`src/design/mha_sa_params.svh`:
```
`ifndef MHA_SA_PARAMS_SVH
`define MHA_SA_PARAMS_SVH

////////////////////
// Array sizing
////////////////////

// Data word width, Q2.5 signed
// Rounding taps in sa_pe assume 8 bits
`define SA_D_W 8

// Grid is SA_N by SA_N PEs
`define SA_N 4

// Row index width, log2 of SA_N
`define SA_IDX_W 2

`endif

```
`src/design/mha_sa_pkg.sv`:
```
`include "mha_sa_params.svh"

package mha_sa_pkg;

    ////////////////////
    // Link and vector types
    ////////////////////

    // One x or w hop between neighbor PEs
    typedef struct packed {
        logic               vld;
        logic [`SA_D_W-1:0] data;
    } sa_link_t;

    // SA_N data words, element i is lane i
    typedef logic [`SA_N-1:0][`SA_D_W-1:0] sa_vec_t;

    // One row of the finished tile
    typedef struct packed {
        logic [`SA_IDX_W-1:0] idx;
        sa_vec_t              row;
    } sa_res_row_t;

    ////////////////////
    // Product decode
    ////////////////////

    // Q5.10 product split for rounding back to Q2.5
    typedef struct packed {
        // Bit 15
        logic       sign;
        // Bits 14..12, dropped without saturation
        logic [2:0] drop_int;
        // Bits 11..5, low seven bits of the Q2.5 result
        logic [6:0] kept;
        // Bit 4, half LSB of the result
        logic       rnd;
        // Bits 3..0
        logic [3:0] frac;
    } fxp_prod_fields_t;

    // Multiplier writes raw, rounding reads fields
    typedef union packed {
        logic [2*`SA_D_W-1:0] raw;
        fxp_prod_fields_t     f;
    } fxp_prod_u;

endpackage

```
`src/design/sa_pe.sv`:
```
`timescale 1ns/1ps
`include "mha_sa_params.svh"

module sa_pe (
    input  logic                 I_CLK,
    input  logic                 I_ASYN_RSTN,
    input  logic                 clr,
    input  mha_sa_pkg::sa_link_t x_in,
    input  mha_sa_pkg::sa_link_t w_in,
    output mha_sa_pkg::sa_link_t x_out,
    output mha_sa_pkg::sa_link_t w_out,
    output logic [`SA_D_W-1:0]   acc
);
    import mha_sa_pkg::*;

    // Full precision product
    fxp_prod_u          prod;
    // Product rounded to Q2.5
    logic [`SA_D_W-1:0] prod_rnd;

    ////////////////////
    // Multiply and round
    ////////////////////

    always_comb begin
        // Signed 8x8 into 16 bits
        prod.raw = $signed(x_in.data) * $signed(w_in.data);
        // Keep sign plus bits 11..5
        // Round half up on bit 4
        prod_rnd = {prod.f.sign, prod.f.kept} + {{(`SA_D_W-1){1'b0}}, prod.f.rnd};
    end

    ////////////////////
    // Accumulate and forward
    ////////////////////

    always_ff @(posedge I_CLK or negedge I_ASYN_RSTN) begin
        if (!I_ASYN_RSTN) begin
            x_out <= '0;
            w_out <= '0;
            acc   <= '0;
        end else if (clr) begin
            // New tile
            x_out <= '0;
            w_out <= '0;
            acc   <= '0;
        end else if (x_in.vld) begin
            // Pass x right
            x_out.vld  <= 1'b1;
            x_out.data <= x_in.data;
            // Pass w down
            w_out.vld  <= 1'b1;
            w_out.data <= w_in.data;
            // Wraps modulo 256
            acc        <= acc + prod_rnd;
        end else begin
            // Hold data, drop valid
            x_out.vld <= 1'b0;
            w_out.vld <= 1'b0;
        end
    end

    ////////////////////
    // Checks
    ////////////////////

    // Skew stage and upstream PEs keep x and w in step
    // A mismatch means the diagonal wavefront is broken
    a_xw_aligned : assert property (
        @(posedge I_CLK) disable iff (!I_ASYN_RSTN)
        x_in.vld == w_in.vld
    ) else $error("sa_pe x and w valid not aligned");

endmodule

```
`src/design/sa_input_skew.sv`:
```
`timescale 1ns/1ps
`include "mha_sa_params.svh"

module sa_input_skew (
    input  logic                 I_CLK,
    input  logic                 I_ASYN_RSTN,
    input  logic                 clr,
    input  logic                 in_vld,
    input  mha_sa_pkg::sa_vec_t  in_x_vec,
    input  mha_sa_pkg::sa_vec_t  in_w_vec,
    output mha_sa_pkg::sa_link_t x_edge [`SA_N],
    output mha_sa_pkg::sa_link_t w_edge [`SA_N]
);
    import mha_sa_pkg::*;

    genvar i;

    ////////////////////
    // Triangular delay lines
    ////////////////////

    // Lane i gets i+1 stages
    // Lane 0 feeds PE (0,0) first, lane SA_N-1 last
    generate
        for (i = 0; i < `SA_N; i++) begin : g_lane
            // Row i of A
            sa_link_t x_dly [i+1];
            // Column i of B
            sa_link_t w_dly [i+1];

            always_ff @(posedge I_CLK or negedge I_ASYN_RSTN) begin
                if (!I_ASYN_RSTN) begin
                    for (int k = 0; k <= i; k++) begin
                        x_dly[k] <= '0;
                        w_dly[k] <= '0;
                    end
                end else if (clr) begin
                    // Flush anything left from the previous tile
                    for (int k = 0; k <= i; k++) begin
                        x_dly[k] <= '0;
                        w_dly[k] <= '0;
                    end
                end else begin
                    // First stage samples the port
                    x_dly[0] <= '{vld: in_vld, data: in_x_vec[i]};
                    w_dly[0] <= '{vld: in_vld, data: in_w_vec[i]};
                    // Valid rides with data down the line
                    for (int k = 1; k <= i; k++) begin
                        x_dly[k] <= x_dly[k-1];
                        w_dly[k] <= w_dly[k-1];
                    end
                end
            end

            // Last stage drives the grid edge
            assign x_edge[i] = x_dly[i];
            assign w_edge[i] = w_dly[i];
        end
    endgenerate

    ////////////////////
    // Checks
    ////////////////////

    // Clear must come before the tile, never during a step
    a_no_vld_on_clr : assert property (
        @(posedge I_CLK) disable iff (!I_ASYN_RSTN)
        !(in_vld && clr)
    ) else $error("sa_input_skew in_vld high during clr");

endmodule

```
`src/design/sa_pe_grid.sv`:
```
`timescale 1ns/1ps
`include "mha_sa_params.svh"

module sa_pe_grid (
    input  logic                 I_CLK,
    input  logic                 I_ASYN_RSTN,
    input  logic                 clr,
    input  mha_sa_pkg::sa_link_t x_edge   [`SA_N],
    input  mha_sa_pkg::sa_link_t w_edge   [`SA_N],
    output mha_sa_pkg::sa_vec_t  acc_rows [`SA_N]
);
    import mha_sa_pkg::*;

    // Horizontal links, column SA_N is the right edge
    sa_link_t x_link [`SA_N][`SA_N+1];
    // Vertical links, row SA_N is the bottom edge
    sa_link_t w_link [`SA_N+1][`SA_N];

    genvar r;
    genvar c;

    ////////////////////
    // Edge feeds
    ////////////////////

    generate
        // Left edge from skewed A rows
        for (r = 0; r < `SA_N; r++) begin : g_left
            assign x_link[r][0] = x_edge[r];
        end

        // Top edge from skewed B columns
        for (c = 0; c < `SA_N; c++) begin : g_top
            assign w_link[0][c] = w_edge[c];
        end
    endgenerate

    ////////////////////
    // PE array
    ////////////////////

    // x moves right, w moves down
    // Right and bottom edge links end here
    generate
        for (r = 0; r < `SA_N; r++) begin : g_row
            for (c = 0; c < `SA_N; c++) begin : g_col
                sa_pe u_pe (
                    .I_CLK       (I_CLK),
                    .I_ASYN_RSTN (I_ASYN_RSTN),
                    .clr         (clr),
                    .x_in        (x_link[r][c]),
                    .w_in        (w_link[r][c]),
                    .x_out       (x_link[r][c+1]),
                    .w_out       (w_link[r+1][c]),
                    // Element (r,c) of the result tile
                    .acc         (acc_rows[r][c])
                );
            end
        end
    endgenerate

endmodule

```
`src/design/sa_result_drain.sv`:
```
`timescale 1ns/1ps
`include "mha_sa_params.svh"

module sa_result_drain (
    input  logic                    I_CLK,
    input  logic                    I_ASYN_RSTN,
    input  logic                    clr,
    input  logic                    in_vld,
    input  logic                    in_last,
    input  mha_sa_pkg::sa_vec_t     acc_rows [`SA_N],
    output logic                    res_vld,
    output mha_sa_pkg::sa_res_row_t res_row
);
    import mha_sa_pkg::*;

    // Skew plus grid depth, last PE done one edge before
    localparam int unsigned lat_d    = 2 * `SA_N;
    localparam int unsigned last_row = `SA_N - 1;

    // Accepted final step
    logic                 last_acc;
    // Last strobe in flight through skew and grid
    logic [lat_d-1:0]     last_sr;
    // Snapshot taken this edge
    logic                 snap_en;
    // Rows still to send
    logic                 busy;
    logic [`SA_IDX_W-1:0] row_cnt;
    // Frozen copy of the tile
    sa_vec_t              snap [`SA_N];

    assign last_acc = in_vld & in_last;
    assign snap_en  = last_sr[lat_d-1];

    ////////////////////
    // Latency tracker
    ////////////////////

    always_ff @(posedge I_CLK or negedge I_ASYN_RSTN) begin
        if (!I_ASYN_RSTN) begin
            last_sr <= '0;
        end else if (clr) begin
            last_sr <= '0;
        end else begin
            last_sr <= {last_sr[lat_d-2:0], last_acc};
        end
    end

    ////////////////////
    // Tile snapshot
    ////////////////////

    // Grid is free for the next tile after this
    always_ff @(posedge I_CLK) begin
        if (snap_en) begin
            snap <= acc_rows;
        end
    end

    ////////////////////
    // Row sequencer
    ////////////////////

    always_ff @(posedge I_CLK or negedge I_ASYN_RSTN) begin
        if (!I_ASYN_RSTN) begin
            busy    <= 1'b0;
            row_cnt <= '0;
        end else if (clr) begin
            busy    <= 1'b0;
            row_cnt <= '0;
        end else if (snap_en) begin
            // Start at row 0
            busy    <= 1'b1;
            row_cnt <= '0;
        end else if (busy) begin
            row_cnt <= row_cnt + 1'b1;
            // Stop after the bottom row
            if (row_cnt == last_row[`SA_IDX_W-1:0]) begin
                busy <= 1'b0;
            end
        end
    end

    // One row per cycle, no stall
    always_ff @(posedge I_CLK or negedge I_ASYN_RSTN) begin
        if (!I_ASYN_RSTN) begin
            res_vld <= 1'b0;
        end else if (clr) begin
            res_vld <= 1'b0;
        end else begin
            res_vld <= busy;
        end
    end

    always_ff @(posedge I_CLK) begin
        if (busy) begin
            res_row <= '{idx: row_cnt, row: snap[row_cnt]};
        end
    end

    ////////////////////
    // Checks
    ////////////////////

    // Only one tile in flight, the snapshot would be overwritten
    a_one_tile : assert property (
        @(posedge I_CLK) disable iff (!I_ASYN_RSTN)
        last_acc |-> ((last_sr == '0) && !busy)
    ) else $error("sa_result_drain new last while tile in flight");

endmodule

```
`src/design/mha_sa_top.sv`:
```
`timescale 1ns/1ps
`include "mha_sa_params.svh"

module mha_sa_top (
    input  logic                    I_CLK,
    input  logic                    I_ASYN_RSTN,
    input  logic                    clr,
    input  logic                    in_vld,
    input  logic                    in_last,
    input  mha_sa_pkg::sa_vec_t     in_x_vec,
    input  mha_sa_pkg::sa_vec_t     in_w_vec,
    output logic                    res_vld,
    output mha_sa_pkg::sa_res_row_t res_row
);
    import mha_sa_pkg::*;

    // Skewed edge links
    sa_link_t x_edge   [`SA_N];
    sa_link_t w_edge   [`SA_N];
    // Live accumulators
    sa_vec_t  acc_rows [`SA_N];

    ////////////////////
    // Stage 1, skew
    ////////////////////

    sa_input_skew u_skew (
        .I_CLK       (I_CLK),
        .I_ASYN_RSTN (I_ASYN_RSTN),
        .clr         (clr),
        .in_vld      (in_vld),
        .in_x_vec    (in_x_vec),
        .in_w_vec    (in_w_vec),
        .x_edge      (x_edge),
        .w_edge      (w_edge)
    );

    ////////////////////
    // Stage 2, PE grid
    ////////////////////

    sa_pe_grid u_grid (
        .I_CLK       (I_CLK),
        .I_ASYN_RSTN (I_ASYN_RSTN),
        .clr         (clr),
        .x_edge      (x_edge),
        .w_edge      (w_edge),
        .acc_rows    (acc_rows)
    );

    ////////////////////
    // Stage 3, drain
    ////////////////////

    // Strobes come straight from the ports
    sa_result_drain u_drain (
        .I_CLK       (I_CLK),
        .I_ASYN_RSTN (I_ASYN_RSTN),
        .clr         (clr),
        .in_vld      (in_vld),
        .in_last     (in_last),
        .acc_rows    (acc_rows),
        .res_vld     (res_vld),
        .res_row     (res_row)
    );

endmodule

```
`config.mk`:
```
export PLATFORM = sky130hd
export DESIGN_NAME = mha_sa_top
export DESIGN_NICKNAME = d
export VERILOG_FILES = /design/src/design/mha_sa_pkg.sv /design/src/design/sa_pe.sv /design/src/design/sa_input_skew.sv /design/src/design/sa_pe_grid.sv /design/src/design/sa_result_drain.sv /design/src/design/mha_sa_top.sv
export VERILOG_INCLUDE_DIRS = /design/src /design/src/design
export SDC_FILE = /design/constraint.sdc
export NUM_CORES = 2
export LEC_CHECK = 0
export BUFFER_PORTS_ARGS = -buffer_cell sky130_fd_sc_hd__buf_2
export CAP_MARGIN = 10
export CORE_UTILIZATION = 66
export CTS_BUF_LIST = sky130_fd_sc_hd__clkbuf_16
export DETAILED_ROUTE_END_ITERATION = 6
export PLACE_DENSITY_LB_ADDON = 0.1
export SYNTH_ARGS = -nofsm -noshare
export SYNTH_HDL_FRONTEND = slang
export SYNTH_SLANG_ARGS = --single-unit
export TNS_END_PERCENT = 10
```
`constraint.sdc`:
```
create_clock -name I_CLK -period 7.05 [get_ports I_CLK]
set_input_delay 0.705 -clock I_CLK [delete_from_list [all_inputs] [get_ports I_CLK]]
set_output_delay 0.705 -clock I_CLK [all_outputs]
set_load 0.05 [all_outputs]
```
* Yosys cells after proc, flatten, opt, wreduce, memory -nomap -nowiden
Cells that the tools add are included.
** Word-level totals
- Bits in registers :: 682
- Input port bits :: 69
- Output and inout port bits :: 35
- Logic and storage cells :: 295
** Operators by class
- $add $sub $neg :: 33
- Multipliers :: 16
- $lt $le $gt $ge :: 1
- Equality and inequality tests :: 1
- Multiplexer cells :: 112
- Bitwise operators :: 2
- Reductions and logical operators :: 17
** Operator list (count)
- $mux 8 :: 70
- $mul 8x8->16 :: 16
- $add 8x1->8 :: 16
- $add 8x8->8 :: 16
- $mux 9 :: 13
- $mux 36 :: 2
- $bmux 32 s2 :: 1
- $mux 32 :: 2
- $mux 27 :: 2
- $mux 18 :: 2
- $reduce_bool 2->1 :: 16
- $mux 1 :: 17
- $mux 2 :: 3
- $ge 3x3->1 const B :: 1
- $not 2->3 :: 1
- $reduce_bool 3->1 :: 1
- $add 2x1->2 const B :: 1
- $eq 2x2->1 const B :: 1
- $and 1x1->1 :: 1

* Longest topological paths before layout
- Depth in word-level cells :: 5
- Depth in mapped cells :: 25
- Mapped depth without buffers :: 24

* By module
A second synthesis with hierarchy kept.
** Unflattened totals
- Cell total of the unflattened synthesis :: 6830
- Area, all modules :: 70297.4 µm²
** By module, submodules not included
- sa_pe (u_grid.g_row[1].g_col[2].u_pe ...) :: times used 7, cells each 383, area an instance 3633.5 µm², seq. area each 625.6 µm²
- sa_pe (u_grid.g_row[0].g_col[0].u_pe ...) :: times used 4, cells each 395, area an instance 3714.8 µm², seq. area each 625.6 µm²
- sa_pe (u_grid.g_row[3].g_col[2].u_pe ...) :: times used 2, cells each 383, area an instance 3637.2 µm², seq. area each 625.6 µm²
- sa_result_drain :: times used 1, cells each 233, area an instance 6104.6 µm², seq. area each 5165.0 µm²
- sa_input_skew :: times used 1, cells each 402, area an instance 5640.4 µm², seq. area each 4103.9 µm²
- sa_pe (u_grid.g_row[1].g_col[1].u_pe) :: times used 1, cells each 398, area an instance 3706.1 µm², seq. area each 625.6 µm²
- sa_pe (u_grid.g_row[3].g_col[1].u_pe) :: times used 1, cells each 383, area an instance 3644.7 µm², seq. area each 625.6 µm²
- sa_pe (u_grid.g_row[0].g_col[1].u_pe) :: times used 1, cells each 387, area an instance 3633.5 µm², seq. area each 625.6 µm²

* Least setup slack after synthesis
Ideal clock, no wire load.
- Path type :: reg-to-reg
- From :: register u_grid.g_row[0].g_col[2].u_pe.w_out[2] (netlist bit)
- To :: register u_grid.g_row[1].g_col[2].u_pe.acc[7]
- Library setup time :: 94 ps
- Arrival time :: 4969 ps
- Required time :: 6956 ps
- Setup slack :: 1987 ps
- Stages on the path, launching flop included :: 23
- Path buffers :: 1
- Period minus slack after synthesis :: 5063 ps
- Path through :: dfrtp_1 -> clkbuf_1 -> and2_1 -> fa_1 -> inv_1 -> fa_1 -> inv_1 -> fa_1 -> inv_1 -> fa_1 -> inv_1 -> ha_1 -> o21ai_1 -> o21ai_1 -> a21o_1 -> a21oi_1 -> xnor2_1 -> ha_1 -> nor4_1 -> nor3_4 -> xnor2_1 -> xnor2_1 -> a211oi_1
** On the way
- Longest elaborated chain between the ends :: 5
** RTL lines
- from (decl) :: line sa_pe.sv:11 : output mha_sa_pkg::sa_link_t w_out,
- $mul 8x8->16 :: line sa_pe.sv:27 : prod.raw = $signed(x_in.data) * $signed(w_in.data);
- $add 8x1->8 :: line sa_pe.sv:30 : prod_rnd = {prod.f.sign, prod.f.kept} + {{(`SA_D_W-1){1'b0}}, prod.f.rnd};
- $add 8x8->8 :: line sa_pe.sv:55 : acc <= acc + prod_rnd;
- $mux 8 :: line sa_pe.sv:47 : end else if (x_in.vld) begin
- $mux 8 :: line sa_pe.sv:42 : end else if (clr) begin
- to (signal assigned) :: line sa_pe.sv:55
- to (decl) :: line sa_pe.sv:12 : output logic [`SA_D_W-1:0] acc
Every way passes these cells. The select of a mux whose other input is x is not followed.
A chain may end at the register's enable or synchronous reset.

* Worst setup path in the final report
- From :: register u_grid.g_row[1].g_col[0].u_pe.w_out[3] (netlist bit)
- To :: register u_grid.g_row[2].g_col[0].u_pe.acc[7]
** On the way
- Longest elaborated chain between the ends :: 5
** RTL lines (line)
- from (decl) :: sa_pe.sv:11
- $mul 8x8->16 :: sa_pe.sv:27
- $add 8x1->8 :: sa_pe.sv:30
- $add 8x8->8 :: sa_pe.sv:55
- $mux 8 :: sa_pe.sv:47
- $mux 8 :: sa_pe.sv:42
- to (signal assigned) :: sa_pe.sv:55
- to (decl) :: sa_pe.sv:12
Every way passes these cells. The select of a mux whose other input is x is not followed.

==> impl_metrics.yaml <==
grt:
  grt_overflow: 0
  grt_pass1_vias: 45664
  grt_use_total_pct: 27.88
  grt_max_degree: 167
  antenna_found_initial: 1
  grt_pass1_wl_um: 227700
timing:
  fmax_mhz: 183.1
  tns_ns: 0
  final.setup_skew_ns: 0.02286
  hold_viol_final: 0
  max_slew_margin_pct: 18.79
  worst_pin_slew_ns: 1.218
  min_period_ns: 5.462
  fin_crit_sh_pct: 77.48
  setup-violations-final: 0
  rsz0062_at_grt: "false"
  maxSlewViolCount: 0
floorplan:
  ios: 104
  die_y_um: 318.4
  coreArea_mm2: 0.09885
  rows: 115
  initial_core_util_pct: 66.84
  die_area_mm2: 0.1014
  die_w_um: 318.4
final_layout:
  fin_nets: 7994
  syn_to_final_growth_pct: 6.416
  drive_above_1_share_pct: 4.475
  design_area_mm2: 0.07031
  antenna_cells: 0
drt:
  drt-total-wl_um: 133600
  drtIter0Drc: 2121
  vias: 42630
  postRouteAntennaNets: 0
  drt-pass1-iter-count: 5
  via_per_inst: 5.441
  post-route-drc-count: 0
  wire_per_inst_um: 17.05
worst_setup_path:
  crit_type: "register to register"
  cp_cell_sequence: "and2_1 > fa_1 > inv_1 > fa_1 > inv_1 > fa_1 > inv_1 > fa_1 > inv_1 > ha_1 > o21ai_1 > nor2_1 > o21a_1 > nor3_1 > nor2_1 > ha_1 > nand3_1 > o211ai_1 > nor4_1 > nor3_1 > xnor2_1 > xnor2_1 > a211oi_1"
  end_kind: "register"
  ff2ff_setup_slack_ns: 1.59
  reg2reg_from: "u_grid.g_row[1].g_col[0].u_pe.w_out[3]"
  r2r_end: "u_grid.g_row[2].g_col[0].u_pe.acc[7]"
  cp_slowest_cell: "fa_1"
  arrival_ns: 6.02
  crit_path_max_fanout: 10
  ff2ff_path_depth: 23
  worstPathRequired_ns: 7.61
  slowest_delay_ns: 0.53
  startpoint_type: "register"
power:
  clkPwrFrac_pct: 47.5
  power_frac_comb_pct: 7.1
  p_switching_mw: 2.193
  switching_share_pct: 24.59
  p_leak_nw: 35.81
  cellPowerDensity_mw_per_mm2: 126.8
  seqPwrFrac_pct: 45.4
  p_total_mw: 8.919
  peakVddDrop_mv: 0.2163
  p_int_mw: 6.726
synth:
  synth_mux_area_share_pct: 5.287
  synth_compound_area_share_pct: 4.567
  netlist_instances: 6484
  synth_area_per_cell_um2: 10.19
  synth-edff-count: 162
  ys.flop_type: "dfrtp_1"
  yosys.area_share.simple_pct: 13.17
  async_flop_share_pct: 75.49
  synth_fp_nets: 7994
  synth_cell_types: 41
  synthXorXnorAreaFrac_pct: 4.145
  netlist_area_mm2: 0.06607
  synth-adder-area-share_pct: 37.47
  ys_seq_area_share_pct: 26.26
  synth_top_family_by_area: "adder cells"
  ys_warn_count: 0
  ys_seq_elements: 661
placement:
  dp_hpwl_um: 104800
  place_area_mm2: 0.06765
  port_buffers: 103
  gp_congestion: 0.8676
hold_path:
  hp-class: "input pin to async pin"
clocking:
  htreeDepth: 3
  clock_latency_ns: 0.66
  hold_buffers: 0
  cts.path.max_buffers: 3
  cts.clk_slew.worst_paths_ns: 0.06
  root_buffer: "clkbuf_16"
  cts_buffers: 77
  cts_tree: "yes"
  cts_setup_buffers: 0
  clock_sink_count: 661
  cts_resized: 0
flow_run:
  max_cap_violations: 0
run_status:
  status: "finished clean"
-- cell type report --
cell class	count	area, um^2
Clock inverter	64	684.4
Tap cell	1287	1610
Timing Repair Buffer	118	698.2
Inverter	1402	5263
Clock buffer	79	1977
Multi-Input combinational cell	4224	42710
Fill cell	7394	28540
Sequential cell	661	17370
-- placed cells by master, fill, tap and decap left out, types with 12 or more instances in the layout --
cell type and n:
inv_1 1415, fa_1 896, and2_1 545, ha_1 545, dfrtp_1 490, nor2_1 470
nand2_1 325, mux2i_1 277, xnor2_1 246, nor2b_1 175, edfxtp_1 162, a21oi_1 111
buf_2 101, a21o_1 97, clkbuf_16 79, xor2_1 59, a211oi_1 58, nand2b_1 48
o21ai_0 42, nor3_1 39, mux4_2 32, and3_1 32, nand3_1 32, o21a_1 30
o21bai_1 27, o21ai_1 26, o211ai_1 19, nor4_1 19, a22o_1 15, nand4_1 12
bufinv_16 12
-- critical path, delay by kind of cell, from the launching register on --
family / cells / cell delay [ns]
and+or+nand+nor: 7 / 0.94
xor gates and xnor gates: 2 / 0.25
DFF: 1 / 0.52
adders and majority gates: 6 / 2.65
AOI/OAI and AO/OA: 4 / 0.78
buffers and inverters: 4 / 0.20
-- kinds of logic after synthesis --
kind of cell / after synthesis
AO/OA/AOI/OAI: 453
XOR/XNOR: 308
adder cells (fa/ha/maj): 1441
buffers and inverters: 1599
flip-flops: 661
multiplexers: 309
AND/OR/NAND/NOR: 1713
-- how the worst max path moves through the flow --
stage / cells past startpoint / end / slack, ns / start
3_5_place_dp: 23 / u_grid.g_row[3].g_col[3].u_pe.acc[7] / 1.58 / u_grid.g_row[3].g_col[2].u_pe.x_out[5]
5_1_grt: 23 / u_grid.g_row[2].g_col[0].u_pe.acc[7] / 1.20 / u_grid.g_row[1].g_col[0].u_pe.w_out[2]
2_1_floorplan: 22 / u_grid.g_row[1].g_col[2].u_pe.acc[7] / 1.99 / u_grid.g_row[0].g_col[2].u_pe.w_out[2]
6_report: 23 / u_grid.g_row[2].g_col[0].u_pe.acc[7] / 1.59 / u_grid.g_row[1].g_col[0].u_pe.w_out[3]
4_1_cts: 23 / u_grid.g_row[3].g_col[3].u_pe.acc[7] / 1.56 / u_grid.g_row[2].g_col[3].u_pe.w_out[2]
3_3_place_gp: 23 / u_grid.g_row[3].g_col[3].u_pe.acc[7] / 1.64 / u_grid.g_row[2].g_col[3].u_pe.w_out[2]
-- power by group through the flow --
stage               Clock [mW]  Sequential (mW)  Combinational, mW
floorplan                    0             4.07              0.467
global placement             0             4.12              0.618
detailed placement           0             4.12              0.638
CTS                       4.32             4.05              0.645
global route              4.47             4.06              0.722
finish                    4.24             4.05              0.631
-- flip-flops by register name, summed over array words and instances, names as in the netlist --
register                       flops
u_grid.g_row.g_col.u_pe.x_out    102
u_grid.g_row.g_col.u_pe.acc      128
u_drain.row_cnt                    2
u_drain.res_vld                    1
u_drain.res_row                   34
u_skew.g_lane.w_dly               48
u_drain.busy                       1
u_drain.last_sr                    8
u_skew.x_edge                     33
u_skew.w_edge                     32
u_grid.g_row.g_col.u_pe.w_out     96
u_drain.snap                     128
u_skew.g_lane.x_dly               48
-- cell usage after synthesis, types with 10 or more instances --
master | instances | area share (%)
buf_2 | 10 | 0.076
a22o_1 | 15 | 0.20
buf_1 | 23 | 0.13
o21bai_1 | 27 | 0.31
nor3_1 | 39 | 0.30
fa_1 | 896 | 27
nor2b_1 | 175 | 1.7
nor2_1 | 470 | 2.7
inv_1 | 1402 | 8.0
xor2_1 | 59 | 0.78
and2_1 | 545 | 5.2
o21ai_1 | 26 | 0.20
o21a_1 | 30 | 0.34
a21oi_1 | 111 | 0.84
dfrtp_1 | 499 | 19
nand3_1 | 32 | 0.24
nor4_1 | 19 | 0.18
mux4_2 | 32 | 1.1
a211oi_1 | 58 | 0.66
o211ai_1 | 19 | 0.22
and3_1 | 32 | 0.30
xnor2_1 | 246 | 3.3
o21ai_0 | 42 | 0.32
nand2_1 | 325 | 1.8
nand4_1 | 12 | 0.11
mux2i_1 | 277 | 4.2
nand2b_1 | 48 | 0.45
edfxtp_1 | 162 | 7.4
clkbuf_1 | 164 | 0.93
a21o_1 | 97 | 1.1
ha_1 | 545 | 10
-- metal layers --
layer / track usage, % / vias up / share of wire [%] / wire length (um)
li1: - / 19943 / - / -
met4: 7.815 / 0 / 2.7 / 3636
met2: 48.82 / 686 / 51 / 67620
met5: 0 / - / 0 / 0
met3: 3.472 / 198 / 3.6 / 4868
met1: 36.61 / 21803 / 43 / 57450
-- per-stage QoR --
step           hold slack (ns)  instances  setup slack [ns]  utilization [%]
2_1_floorplan           0.4094       6484             1.987                -
3_3_place_gp            0.4423       7692             1.644            68.44
3_5_place_dp            0.4488       7692             1.582            68.44
4_1_cts                0.01277       7835             1.557            71.13
5_1_grt                0.03244       7835             1.202            71.13
6_report               0.01322       7835             1.588            71.13
Power figures use the tool's default switching activity.
